**config.mk**
```make
export PLATFORM = sky130hd
export DESIGN_NAME = sd_cmd_top
export DESIGN_NICKNAME = d
export VERILOG_FILES = /design/src/hw/sd_cmd_pkg.sv /design/src/hw/crc7_serial.sv /design/src/hw/cmd_shifter.sv /design/src/hw/cmd_ctrl.sv /design/src/hw/sd_cmd_top.sv
export VERILOG_INCLUDE_DIRS = /design/src /design/src/include
export SDC_FILE = /design/constraint.sdc
export NUM_CORES = 1
export LEC_CHECK = 0
export CORE_MARGIN = 2
export CORE_UTILIZATION = 50
export CTS_CLUSTER_SIZE = 25
export DETAILED_ROUTE_END_ITERATION = 7
export DONT_BUFFER_PORTS = 1
export PLACE_DENSITY_LB_ADDON = 0.08
export SYNTH_ARGS = -nofsm -noshare
export SYNTH_HDL_FRONTEND = slang
export SYNTH_SLANG_ARGS = --single-unit
```
**constraint.sdc**
```tcl
create_clock -name clk_int -period 3.6 [get_ports clk_int]
set_clock_uncertainty 0.1 [all_clocks]
set_input_delay 0.18 -clock clk_int [delete_from_list [all_inputs] [get_ports clk_int]]
set_output_delay 0.18 -clock clk_int [all_outputs]
set_load 0.05 [all_outputs]
```
**src/include/sd_cmd_consts.svh**
```systemverilog
`ifndef SD_CMD_CONSTS_SVH
`define SD_CMD_CONSTS_SVH

// ========================================
// CMD line frame layout
// ========================================

// Full command or response frame in bits
`define SD_CMD_BITS 48

// CRC7 field length
`define SD_CRC_BITS 7

// Start bit, transmission bit, index and argument
`define SD_PAYLOAD_BITS 40

// ========================================
// Line turnaround
// ========================================

// Cycles after the drive ends with the input forced high
`define SD_TURNAROUND_CYCLES 2

`endif

```
**src/hw/sd_cmd_pkg.sv**
```systemverilog
`include "sd_cmd_consts.svh"

package sd_cmd_pkg;

    // One frame as it travels on the CMD line
    typedef logic [`SD_CMD_BITS-1:0] cmd_word_t;

    typedef logic [`SD_CRC_BITS-1:0] crc7_t;

    // Counts bits within one frame
    typedef logic [5:0] bit_count_t;

    typedef enum logic {
        RESP_NONE = 1'b0,
        RESP_48   = 1'b1
    } resp_type_t;

    typedef enum logic [2:0] {
        ST_IDLE, ST_LOAD, ST_SEND, ST_SEND_CRC,
        ST_WAIT_START, ST_RECV, ST_RECV_CRC, ST_FINISH
    } ctrl_state_t;

endpackage

```
**src/hw/crc7_serial.sv**
```systemverilog
`timescale 1ns/10ps

`include "sd_cmd_consts.svh"

module crc7_serial (
    input  logic clk_int,
    input  logic rst,
    input  logic crc_rst,
    input  logic crc_en,
    input  logic crc_shift,
    input  logic din,
    output logic crc_bit
);
    import sd_cmd_pkg::*;

    crc7_t crc;
    logic  feedback;

    // Generator x^7 + x^3 + 1
    assign feedback = din ^ crc[`SD_CRC_BITS-1];

    always_ff @(posedge clk_int) begin
        if (rst || crc_rst) begin
            crc <= '0;
        end else if (crc_en) begin
            crc <= {crc[5:3], crc[2] ^ feedback, crc[1:0], feedback};
        end else if (crc_shift) begin
            // Present the next CRC bit at the top
            crc <= {crc[`SD_CRC_BITS-2:0], 1'b0};
        end
    end

    assign crc_bit = crc[`SD_CRC_BITS-1];

endmodule

```
**src/hw/cmd_shifter.sv**
```systemverilog
`timescale 1ns/10ps

`include "sd_cmd_consts.svh"

module cmd_shifter (
    input  logic                  clk_int,
    input  logic                  rst,
    input  sd_cmd_pkg::cmd_word_t cmd_data,
    input  logic                  shift_load,
    input  logic                  shift_en,
    input  logic                  crc_insert,
    input  logic                  crc_bit,
    input  logic                  in_mask,
    input  logic                  capture,
    input  logic                  sd_cmd_in,
    output logic                  sd_cmd_out,
    output logic                  rx_bit,
    output sd_cmd_pkg::cmd_word_t resp_data
);
    import sd_cmd_pkg::*;

    localparam int tail_bits = `SD_CMD_BITS - `SD_PAYLOAD_BITS;

    cmd_word_t shift_reg;

    // ========================================
    // Frame register
    // ========================================

    // The low byte is replaced by ones so the end bit leaves as 1
    // and the CRC slots are overridden on the way out
    always_ff @(posedge clk_int) begin
        if (shift_load) begin
            shift_reg <= {cmd_data[`SD_CMD_BITS-1:tail_bits], {tail_bits{1'b1}}};
        end else if (shift_en) begin
            shift_reg <= {shift_reg[`SD_CMD_BITS-2:0], rx_bit};
        end
    end

    // Line stays high whenever the controller neither drives nor turns around
    assign sd_cmd_out = !in_mask   ? 1'b1 :
                        crc_insert ? crc_bit :
                                     shift_reg[`SD_CMD_BITS-1];

    // ========================================
    // Input staging and capture
    // ========================================

    always_ff @(posedge clk_int) begin
        if (rst) begin
            rx_bit    <= 1'b1;
            resp_data <= '0;
        end else begin
            // Ignore the line during our own drive and the turnaround
            rx_bit <= in_mask ? 1'b1 : sd_cmd_in;
            if (capture) begin
                resp_data <= shift_reg;
            end
        end
    end

endmodule

```
**src/hw/cmd_ctrl.sv**
```systemverilog
`timescale 1ns/10ps

`include "sd_cmd_consts.svh"

module cmd_ctrl (
    input  logic                   clk_int,
    input  logic                   rst,
    input  logic                   cmd_trigger,
    input  sd_cmd_pkg::resp_type_t cmd_resp_type,
    input  logic                   rx_bit,
    input  logic                   cmd_crc_bit,
    input  logic                   resp_crc_bit,
    output logic                   sd_cmd_oe,
    output logic                   shift_load,
    output logic                   shift_en,
    output logic                   crc_insert,
    output logic                   in_mask,
    output logic                   capture,
    output logic                   cmd_crc_rst,
    output logic                   cmd_crc_en,
    output logic                   cmd_crc_shift,
    output logic                   resp_crc_rst,
    output logic                   resp_crc_en,
    output logic                   resp_crc_shift,
    output logic                   cmd_done,
    output logic                   resp_done,
    output logic                   resp_crc_err
);
    import sd_cmd_pkg::*;

    // Counter start values, each state counts down to zero
    localparam bit_count_t payload_last = bit_count_t'(`SD_PAYLOAD_BITS - 1);
    localparam bit_count_t recv_last    = bit_count_t'(`SD_PAYLOAD_BITS - 2);
    localparam bit_count_t tail_last    = bit_count_t'(`SD_CMD_BITS - `SD_PAYLOAD_BITS - 1);
    localparam bit_count_t turn_count   = bit_count_t'(`SD_TURNAROUND_CYCLES);

    ctrl_state_t state;
    bit_count_t  bit_cnt;
    logic        trig_prev;
    logic        trig_change;
    logic        sending;
    logic        tx_crc_phase;
    logic        rx_crc_phase;
    logic        start_seen;
    logic        resp_bit_bad;

    assign trig_change = cmd_trigger != trig_prev;

    // ========================================
    // Decoded strobes
    // ========================================

    assign sending      = (state == ST_SEND) || (state == ST_SEND_CRC);
    assign tx_crc_phase = (state == ST_SEND_CRC) && (bit_cnt != '0);
    assign rx_crc_phase = (state == ST_RECV_CRC) && (bit_cnt != '0);

    // First low bit once the turnaround has run out
    assign start_seen = (state == ST_WAIT_START) && (bit_cnt == '0) && !rx_bit;

    assign sd_cmd_oe  = sending;
    assign shift_load = state == ST_LOAD;
    assign shift_en   = sending || (state == ST_WAIT_START) ||
                        (state == ST_RECV) || (state == ST_RECV_CRC);
    assign crc_insert = tx_crc_phase;
    assign in_mask    = sending || ((state == ST_WAIT_START) && (bit_cnt != '0));
    assign capture    = state == ST_FINISH;

    assign cmd_crc_rst   = state == ST_LOAD;
    assign cmd_crc_en    = state == ST_SEND;
    assign cmd_crc_shift = tx_crc_phase;

    assign resp_crc_rst   = (state == ST_WAIT_START) && !start_seen;
    assign resp_crc_en    = start_seen || (state == ST_RECV);
    assign resp_crc_shift = rx_crc_phase;

    // Seven CRC bits against our own, then the end bit against 1
    assign resp_bit_bad = rx_crc_phase ? (rx_bit != resp_crc_bit) : !rx_bit;

    // ========================================
    // Command and response FSM
    // ========================================

    always_ff @(posedge clk_int) begin
        if (rst) begin
            state        <= ST_IDLE;
            bit_cnt      <= '0;
            trig_prev    <= cmd_trigger;
            cmd_done     <= 1'b0;
            resp_done    <= 1'b0;
            resp_crc_err <= 1'b0;
        end else begin
            trig_prev <= cmd_trigger;

            case (state)
                ST_IDLE: begin
                    bit_cnt <= '0;
                end

                ST_LOAD: begin
                    bit_cnt <= payload_last;
                    state   <= ST_SEND;
                end

                // Start bit through argument
                ST_SEND: begin
                    if (bit_cnt == '0) begin
                        bit_cnt <= tail_last;
                        state   <= ST_SEND_CRC;
                    end else begin
                        bit_cnt <= bit_cnt - 1'b1;
                    end
                end

                // CRC7 then the end bit
                ST_SEND_CRC: begin
                    if (bit_cnt == '0) begin
                        cmd_done <= ~cmd_done;
                        if (cmd_resp_type == RESP_48) begin
                            bit_cnt <= turn_count;
                            state   <= ST_WAIT_START;
                        end else begin
                            state <= ST_IDLE;
                        end
                    end else begin
                        bit_cnt <= bit_cnt - 1'b1;
                    end
                end

                // Waits as long as the card takes to answer
                ST_WAIT_START: begin
                    resp_crc_err <= 1'b0;
                    if (bit_cnt != '0) begin
                        bit_cnt <= bit_cnt - 1'b1;
                    end else if (start_seen) begin
                        bit_cnt <= recv_last;
                        state   <= ST_RECV;
                    end
                end

                ST_RECV: begin
                    if (bit_cnt == '0) begin
                        bit_cnt <= tail_last;
                        state   <= ST_RECV_CRC;
                    end else begin
                        bit_cnt <= bit_cnt - 1'b1;
                    end
                end

                ST_RECV_CRC: begin
                    if (resp_bit_bad) begin
                        resp_crc_err <= 1'b1;
                    end
                    if (bit_cnt == '0) begin
                        state <= ST_FINISH;
                    end else begin
                        bit_cnt <= bit_cnt - 1'b1;
                    end
                end

                // Frame is complete in the shifter at this point
                ST_FINISH: begin
                    resp_done <= ~resp_done;
                    state     <= ST_IDLE;
                end

                default: begin
                    state <= ST_IDLE;
                end
            endcase

            // A new trigger abandons whatever is in flight
            if (trig_change) begin
                state <= ST_LOAD;
            end
        end
    end

endmodule

```
**src/hw/sd_cmd_top.sv**
```systemverilog
`timescale 1ns/10ps

module sd_cmd_top (
    input  logic                   clk_int,
    input  logic                   rst,
    input  logic                   cmd_trigger,
    input  sd_cmd_pkg::cmd_word_t  cmd_data,
    input  sd_cmd_pkg::resp_type_t cmd_resp_type,
    output logic                   cmd_done,
    output logic                   resp_done,
    output sd_cmd_pkg::cmd_word_t  resp_data,
    output logic                   resp_crc_err,
    output logic                   sd_cmd_out,
    output logic                   sd_cmd_oe,
    input  logic                   sd_cmd_in
);
    // Shifter strobes
    logic shift_load;
    logic shift_en;
    logic crc_insert;
    logic in_mask;
    logic capture;
    logic rx_bit;

    // CRC strobes and results
    logic cmd_crc_rst;
    logic cmd_crc_en;
    logic cmd_crc_shift;
    logic cmd_crc_bit;
    logic resp_crc_rst;
    logic resp_crc_en;
    logic resp_crc_shift;
    logic resp_crc_bit;

    cmd_ctrl u_ctrl (
        .clk_int(clk_int), .rst(rst), .cmd_trigger(cmd_trigger),
        .cmd_resp_type(cmd_resp_type), .rx_bit(rx_bit),
        .cmd_crc_bit(cmd_crc_bit), .resp_crc_bit(resp_crc_bit), .sd_cmd_oe(sd_cmd_oe),
        .shift_load(shift_load), .shift_en(shift_en), .crc_insert(crc_insert),
        .in_mask(in_mask), .capture(capture),
        .cmd_crc_rst(cmd_crc_rst), .cmd_crc_en(cmd_crc_en), .cmd_crc_shift(cmd_crc_shift),
        .resp_crc_rst(resp_crc_rst), .resp_crc_en(resp_crc_en),
        .resp_crc_shift(resp_crc_shift), .cmd_done(cmd_done), .resp_done(resp_done),
        .resp_crc_err(resp_crc_err)
    );

    cmd_shifter u_shifter (
        .clk_int(clk_int), .rst(rst), .cmd_data(cmd_data), .shift_load(shift_load),
        .shift_en(shift_en), .crc_insert(crc_insert), .crc_bit(cmd_crc_bit),
        .in_mask(in_mask), .capture(capture), .sd_cmd_in(sd_cmd_in),
        .sd_cmd_out(sd_cmd_out), .rx_bit(rx_bit), .resp_data(resp_data)
    );

    // Command CRC watches what goes out on the line
    crc7_serial cmd_crc (
        .clk_int(clk_int), .rst(rst), .crc_rst(cmd_crc_rst), .crc_en(cmd_crc_en),
        .crc_shift(cmd_crc_shift), .din(sd_cmd_out), .crc_bit(cmd_crc_bit)
    );

    crc7_serial resp_crc (
        .clk_int(clk_int), .rst(rst), .crc_rst(resp_crc_rst), .crc_en(resp_crc_en),
        .crc_shift(resp_crc_shift), .din(rx_bit), .crc_bit(resp_crc_bit)
    );

endmodule

```
==> key figures, run 1 <==
Timing
  – Worst-margin pin slew: 1.15 ns
  – Headroom to the max-slew limit: 23.2%
  – Final hold viol count: 0
  – FMAX: 322 MHz
  – Slew Limit Fails: 0
  – Setup ws final: 0.497 ns
  – Final setup viols: 0
  – Fin Setup TNS: 0 ns
  – Minimum clock period: 3.10 ns
  – Final period util: 86.2%
  – RSZ-0062 raised after global routing: false

Setup path
  – CP Launch Type: register
  – Crit Path Class: register to register
  – Crit-path max FO: 10
  – Flop2flop setup slack: 0.50 ns
  – Worst Reg-to-Reg Cells: 8
  – CP Capture Type: register
  – Worst path required time: 3.95 ns
  – R2R Path End: u_ctrl.bit_cnt[0]
  – Worst R2R Start: u_ctrl.bit_cnt[0]
  – WP data arrival: 3.45 ns

Power
  – Clock share of power: 44.5%
  – Lkg Pwr: 2.19 nW
  – Max VDD drop: 0.000281 V
  – P_int: 2.59 mW
  – Reg power frac: 46.1%
  – Combinational fraction of design power: 9.3%
  – Net Sw Power: 874 µW
  – Switching Share: 25.2%
  – Pwr dens: 562 nW/µm²

Floorplanning
  – I/O pins: 106
  – Die width: 104 µm
  – Overall die height: 104 µm
  – Core area: 9770 µm²
  – Rows: 36
  – Starting Density: 51.4%
  – Die ar.: 10900 µm²

GRT
  – Initial antenna violation count: 0
  – Met2 GRT Util: 35.4%
  – Vias in the first global route: 3857
  – Busiest grt layer: met2
  – Met1 Track Usage GR: 30.5%
  – Met3 Resource Use GR: 6.64%
  – GRT Residual Overflow: 0
  – Pin count of the biggest net entering global routing: 61
  – Gr usage total: 22.9%
  – First-pass GRT wire length: 19600 µm

Run status
  – Status: finished clean

Hold path
  – Worst Hold Class: input port to register
  – Hold Path End: u_ctrl.trig_prev
  – Hold path start: cmd_trigger
  – Hold path cells: 1

Clock network
  – H-tree depth: 4
  – Num CTS Buffers: 17
  – Worst-Skew Late Latency: 0.51 ns
  – Reg clk slew, reported paths: 0.06 ns
  – CTS Sinks: 124
  – CTS Buffer Depth: 2
  – Root Buffer: clkbuf_8
  – CTS tree: done

Placement
  – IO Port Bufs: 0
  – DP Wirelength: 6990 µm
  – DP Area: 5140 µm²
  – DP Worst Slack: 1.08 ns
  – GP Congestion: 0.840

Synth
  – Synth warn: 0
  – Seq/Total Area, Yosys: 57.4%
  – Syn nets: 572
  – Yosys reg bits: 124
  – Post-synth EDFFs: 40
  – Main flop type after synthesis: dfxtp_1
  – Synth Area per Inst: 9.70 µm²
  – Post-synth cell types: 51
  – Mapped Area: 5020 µm²
  – Mapped Cells: 518
  – Ys async rst share: 0%

Final layout
  – Post-Layout Inst Area: 6160 µm²
  – Layout fillers: 863
  – Area of the multi-input gates: 2000 µm²
  – P&R area growth vs syn: 22.6%
  – Final net count: 611
  – Ant diodes: 0
  – Ratio of cells with drive above 1 in the final layout: 9.30%
  – Sequential cell area: 2880 µm²

Routing
  – DRT antenna net count: 0
  – Via count: 3956
  – DR vias/cell: 5.63
  – First-pass DRT Iterations: 5
  – Routed len/inst: 16.9 µm
  – WL final: 11800 µm
  – DRT iter0 DRCs: 261
  – DRC errors left: 0

Run
  – Max-cap violation count: 0
## what timing repair did
item,CTS,global route
setup buffers,0,0
hold endpoints to repair,111,0
endpoints found under the setup margin,0,0
resized for setup,0,0
hold buffers,46,0
## stage by stage
stage	util, %	cells	power [mW]	hold WS, ns
detailed placement	52.6	625	1.89	0.108
CTS	63.0	703	3.49	0.152
floorplan	-	518	1.83	0.108
global placement	52.6	625	1.88	0.108
finish	63.0	703	3.46	0.168
global route	63.0	703	3.60	0.165
## final cells by class
type                            instances  area share (%)
Multi-Input combinational cell        351            32.5
Timing Repair Buffer                   54            8.73
Tap cell                              133            2.70
Clock inverter                         14            1.95
Inverter                                9           0.548
Clock buffer                           18            6.78
Sequential cell                       124            46.8
## worst max-delay path by stage
stage / cells after the start / to / from
3_5_place_dp: 8 / sd_cmd_out / u_ctrl.bit_cnt[0]
4_1_cts: 8 / sd_cmd_out / u_ctrl.bit_cnt[0]
3_3_place_gp: 8 / sd_cmd_out / u_ctrl.bit_cnt[0]
5_1_grt: 8 / u_ctrl.bit_cnt[0] / u_ctrl.bit_cnt[0]
2_1_floorplan: 4 / u_shifter.shift_reg[10] / u_ctrl.state[0]
6_report: 8 / u_ctrl.bit_cnt[0] / u_ctrl.bit_cnt[0]
## synth_stat cells, types with 3 or more instances
cell	n	share of area, %
a211oi_1	3	0.45
mux2i_1	11	2.2
buf_1	3	0.22
edfxtp_1	40	24
xor2_1	4	0.70
clkbuf_1	25	1.9
a22o_1	40	7.0
o21ai_0	7	0.70
a21oi_1	62	6.2
nor3_1	9	0.90
dfxtp_1	84	33
nand2_1	128	9.6
nor2_1	28	2.1
inv_1	8	0.60
xnor2_1	5	0.87
a21o_1	3	0.45
nand3_1	13	1.3
buf_2	4	0.40
## worst max-delay path: stages, from the launching register on
cell and delay [ns]:
dfxtp_1 0.42, inv_1 0.09, ha_1 0.27, or4b_1 0.51
a211oi_1 0.09, or3_1 0.54, a311o_1 0.34, a21oi_2 0.12
dlygate4sd3_1 0.56
## cells by family after synthesis
kind of cell | Yosys count | share of synthesized area, %
adder cells (fa/ha/maj) | 1 | 0.249
flip-flops | 124 | 57.4
XOR/XNOR | 9 | 1.57
multiplexers | 12 | 2.42
AO/OA/AOI/OAI | 138 | 18.7
AND/OR/NAND/NOR | 191 | 16.2
buffers and inverters | 43 | 3.54
## per-layer routing
metal | part of all wire, % | vias to the layer above
li1 | - | 1909
met1 | 45 | 1893
met2 | 46 | 134
met3 | 6.5 | 20
met4 | 1.8 | 0
met5 | 0 | -
## placed cells by master, fill, tap and decap left out, types with 3 or more instances in the layout
master / Yosys / routed
dlygate4sd3_1: 0 / 45
nand3_1: 13 / 12
dfxtp_1: 84 / 84
clkbuf_16: 0 / 16
xor2_1: 4 / 4
nor2_1: 28 / 25
nor3_1: 9 / 9
xnor2_1: 5 / 5
o21ai_0: 7 / 7
inv_6: 0 / 3
buf_4: 1 / 8
nand2_1: 128 / 128
a21oi_1: 62 / 61
a21o_1: 3 / 3
mux2i_1: 11 / 11
clkinvlp_4: 0 / 4
a211oi_1: 3 / 3
inv_1: 8 / 8
clkinv_2: 0 / 5
edfxtp_1: 40 / 40
nor2_4: 0 / 3
a22o_1: 40 / 40
## power groups by stage
stage	combinational [mW]	clock, mW	sequential (mW)
after floorplan	0.226	0	1.61
after global placement	0.259	0	1.62
after detailed placement	0.262	0	1.62
after CTS	0.321	1.57	1.60
after global routing	0.354	1.64	1.61
final	0.322	1.54	1.60
Power figures use the tool's default switching activity.
==> run 2: changes to the inputs <==
Settings changed: ABC_AREA from default to 1.
==> run 2 against run 1 <==
Effect of this change: cell area decreased by 0.85%; largest cell class unchanged; highest routed layer unchanged; utilization about the same; synthesized cell count is 5.2% higher; global-route usage decreased by 0.81 points; total power increased by 3.3%; largest power group is now clock; area after synthesis down 1.4%; first-iteration DRC count up 3.8%; combinational power hardly changed.
==> key figures, run 2 <==
Final layout
  – Area of the multi-input gates: 1850 µm² (-7.4%)
  – Layout fillers: 852 (-1.3%)
  – Ratio of cells with drive above 1 in the final layout: 9.14% (-0.16 points)
  – P&R area growth vs syn: 23.3%
  – Sequential cell area: 2880 µm² (unchanged)
  – Ant diodes: 0 (unchanged)
  – Most frequent cells in the layout: nand2_1 (173), dfxtp_1 (84), a21oi_1 (70), dlygate4sd3_1 (45)
  – Final net count: 643 (+5.2%)
  – Most common cell after layout, fill and taps aside: nand2_1

Clock network
  – Worst-Skew Late Latency: 0.52 ns (about the same)
  – Resized Gates After CTS: 0 (unchanged)
  – CTS Sinks: 124 (unchanged)
  – Reg clk slew, reported paths: 0.06 ns (about the same)
  – Num CTS Buffers: 17 (unchanged)
  – H-tree depth: 4 (unchanged)
  – Post-CTS setup buffers: 0 (unchanged)
  – CTS tree: done
  – CTS Hold Bufs: 46 (unchanged)
  – Root Buffer: clkbuf_8
  – CTS Buffer Depth: 2 (unchanged)

Floorplanning
  – Die ar.: 10700 µm² (-1.3%)
  – I/O pins: 106 (unchanged)
  – Overall die height: 104 µm (-0.67%)
  – Rows: 36 (unchanged)
  – Die width: 104 µm (-0.67%)
  – Core area: 9680 µm² (-0.92%)
  – Starting Density: 51.1% (-0.25 points)

GRT
  – Pin count of the biggest net entering global routing: 55 (-9.8%)
  – Initial antenna violation count: 0 (unchanged)
  – Gr usage total: 22.1% (-0.81 points)
  – GRT Residual Overflow: 0 (unchanged)
  – First-pass GRT wire length: 19000 µm (-2.8%)
  – Vias in the first global route: 3744 (-2.9%)

Timing
  – Headroom to the max-slew limit: 58.2% (+35 points)
  – Final hold slack: 0.169 ns (+0.000849 ns)
  – RSZ-0062 raised after global routing: false
  – FMAX: 375 MHz (+16%)
  – Final period util: 74.1% (-12 points)
  – Slew Limit Fails: 0 (unchanged)
  – Worst-margin pin slew: 0.625 ns (-0.523 ns)
  – Fin Setup TNS: 0 ns (unchanged)
  – Final setup viols: 0 (unchanged)
  – Final hold viol count: 0 (unchanged)
  – Setup ws final: 0.933 ns (+0.435 ns)
  – Minimum clock period: 2.67 ns (-0.435 ns)

Synth
  – Syn nets: 599 (+4.7%)
  – Seq/Total Area, Yosys: 58.2% (+0.81 points)
  – Top cell type's share of synthesized area: 33.9% (+0.47 points)
  – Main area contributors after synthesis: dfxtp_1 (34%), edfxtp_1 (24%), nand2_1 (13%), a21oi_1 (7.1%), a22o_1 (7.1%)
  – Ys async rst share: 0% (unchanged)
  – Largest area contributor in the netlist: dfxtp_1
  – Post-synth cell types: 30 (-41%)
  – Main flop type after synthesis: dfxtp_1
  – Mapped Cells: 545 (+5.2%)
  – Synth warn: 0 (unchanged)
  – Mapped Area: 4950 µm² (-1.4%)
  – Post-synth EDFFs: 40 (unchanged)
  – Yosys reg bits: 124 (unchanged)
  – Most frequent cell after synthesis: nand2_1
  – Synth Area per Inst: 9.09 µm² (-6.3%)
  – Commonest cells post-synth: nand2_1 (173), dfxtp_1 (84), a21oi_1 (70)

Setup path
  – CP Launch Point: u_ctrl.state[0]
  – Crit Path Class: register to register
  – Worst R2R Start: u_ctrl.state[0]
  – Worst path required time: 3.96 ns (about the same)
  – CP Launch Type: register
  – Crit-path max FO: 48 (+38)
  – WP data arrival: 3.03 ns (-0.42 ns)
  – CP Capture Type: register

Run
  – Max-cap violation count: 0 (unchanged)

Routing
  – DRT iter0 DRCs: 271 (+3.8%)
  – WL met2: 5590 µm (+1.6%)
  – Metal-1 WL: 5120 µm (-4.4%)
  – Routed len/inst: 15.8 µm (-6.3%)
  – DRC errors left: 0 (unchanged)
  – DR vias/cell: 5.43 (-3.5%)
  – Via count: 3991 (+0.88%)
  – Met3 routed WL: 759 µm (-1.9%)
  – WL final: 11600 µm (-2.1%)
  – DRT antenna net count: 0 (unchanged)
  – Highest metal used: met4
  – First-pass DRT Iterations: 5 (unchanged)

Run status
  – Status: finished clean

Hold path
  – Worst Hold Class: input port to register
  – Hold path start: cmd_trigger

Placement
  – GP Congestion: 0.838 (-0.33%)
  – IO Port Bufs: 0 (unchanged)
  – DP Worst Slack: 1.03 ns (-0.0477 ns)
  – DP Wirelength: 7030 µm (+0.64%)

Power
  – Lkg Pwr: 2.33 nW (+6.3%)
  – Pwr dens: 585 nW/µm² (+4.2%)
  – Max VDD drop: 0.000311 V (+11%)
## run 2: cell types whose count changed after synthesis, sizes merged, moves of 3 or more
| cell | delta |
|---|---|
| a21oi | +7 |
| o21bai | +3 |
| nand2 | +49 |
| a21o | -3 |
| nand3 | +6 |
| inv | +20 |
| nor3 | -6 |
| clkbuf | -13 |
| buf | +5 |
| mux2i | -11 |
## run 2: final timing paths
check	end	slack, ns	depth (start not counted)
worst max register to register	u_shifter.resp_data[0]	0.93	8
worst min register to register	resp_crc.crc[4]	0.36	2
worst min-delay path	u_ctrl.trig_prev	0.17	1
worst max-delay path	u_shifter.resp_data[0]	0.93	8
## run 2: per-layer routing
metal,up-vias,GRT usage [%]
met1,1898,28.7
met5,-,0
met3,15,7.30
li1,1937,-
met2,141,35.4
met4,0,6.76
## run 2: critical path: stages, from the launching register on
cell           delay (ns)
dfxtp_1              0.42
nand2_1              0.14
inv_2                0.10
nand2_2              0.36
clkinv_1             0.22
buf_4                0.47
nand2_1              0.10
a21oi_1              0.13
dlygate4sd3_1        0.55
## run 2: area by class of cell
class | count | area share (%)
clock inverter | 10 | 1.88
tap | 133 | 2.72
sequential | 124 | 47.2
inverter | 29 | 1.78
clock buffer | 22 | 7.41
timing repair buffer | 51 | 8.64
multi-input combinational | 366 | 30.4
## run 2: cell families (layout without fill, tap and decap cells)
| kind of cell | Yosys count | after routing | synth area share [%] |
|---|---|---|---|
| xor+xnor | 7 | 7 | 1.24 |
| simple gates | 229 | 229 | 19.2 |
| fa+ha+maj | 1 | 1 | 0.253 |
| compound gates | 129 | 129 | 16.5 |
| flops | 124 | 124 | 58.2 |
| buf+inv | 55 | 112 | 4.62 |
## run 2: report_power, final
part,total (mW),switching (mW),internal [mW]
combinational,0.325,0.192,0.134
clock,1.63,0.610,1.02
sequential,1.62,0.0608,1.56
total,3.58,0.862,2.71
## run 2: metrics by stage
stage	total power, mW	util [%]	instance area (µm²)	std cells
final	3.58	63.1	6110	735
after global routing	3.71	63.1	6110	735
after CTS	3.60	63.1	6110	735
after detailed placement	1.92	52.3	5060	657
after global placement	1.91	52.3	5060	657
after floorplan	1.85	-	4950	545
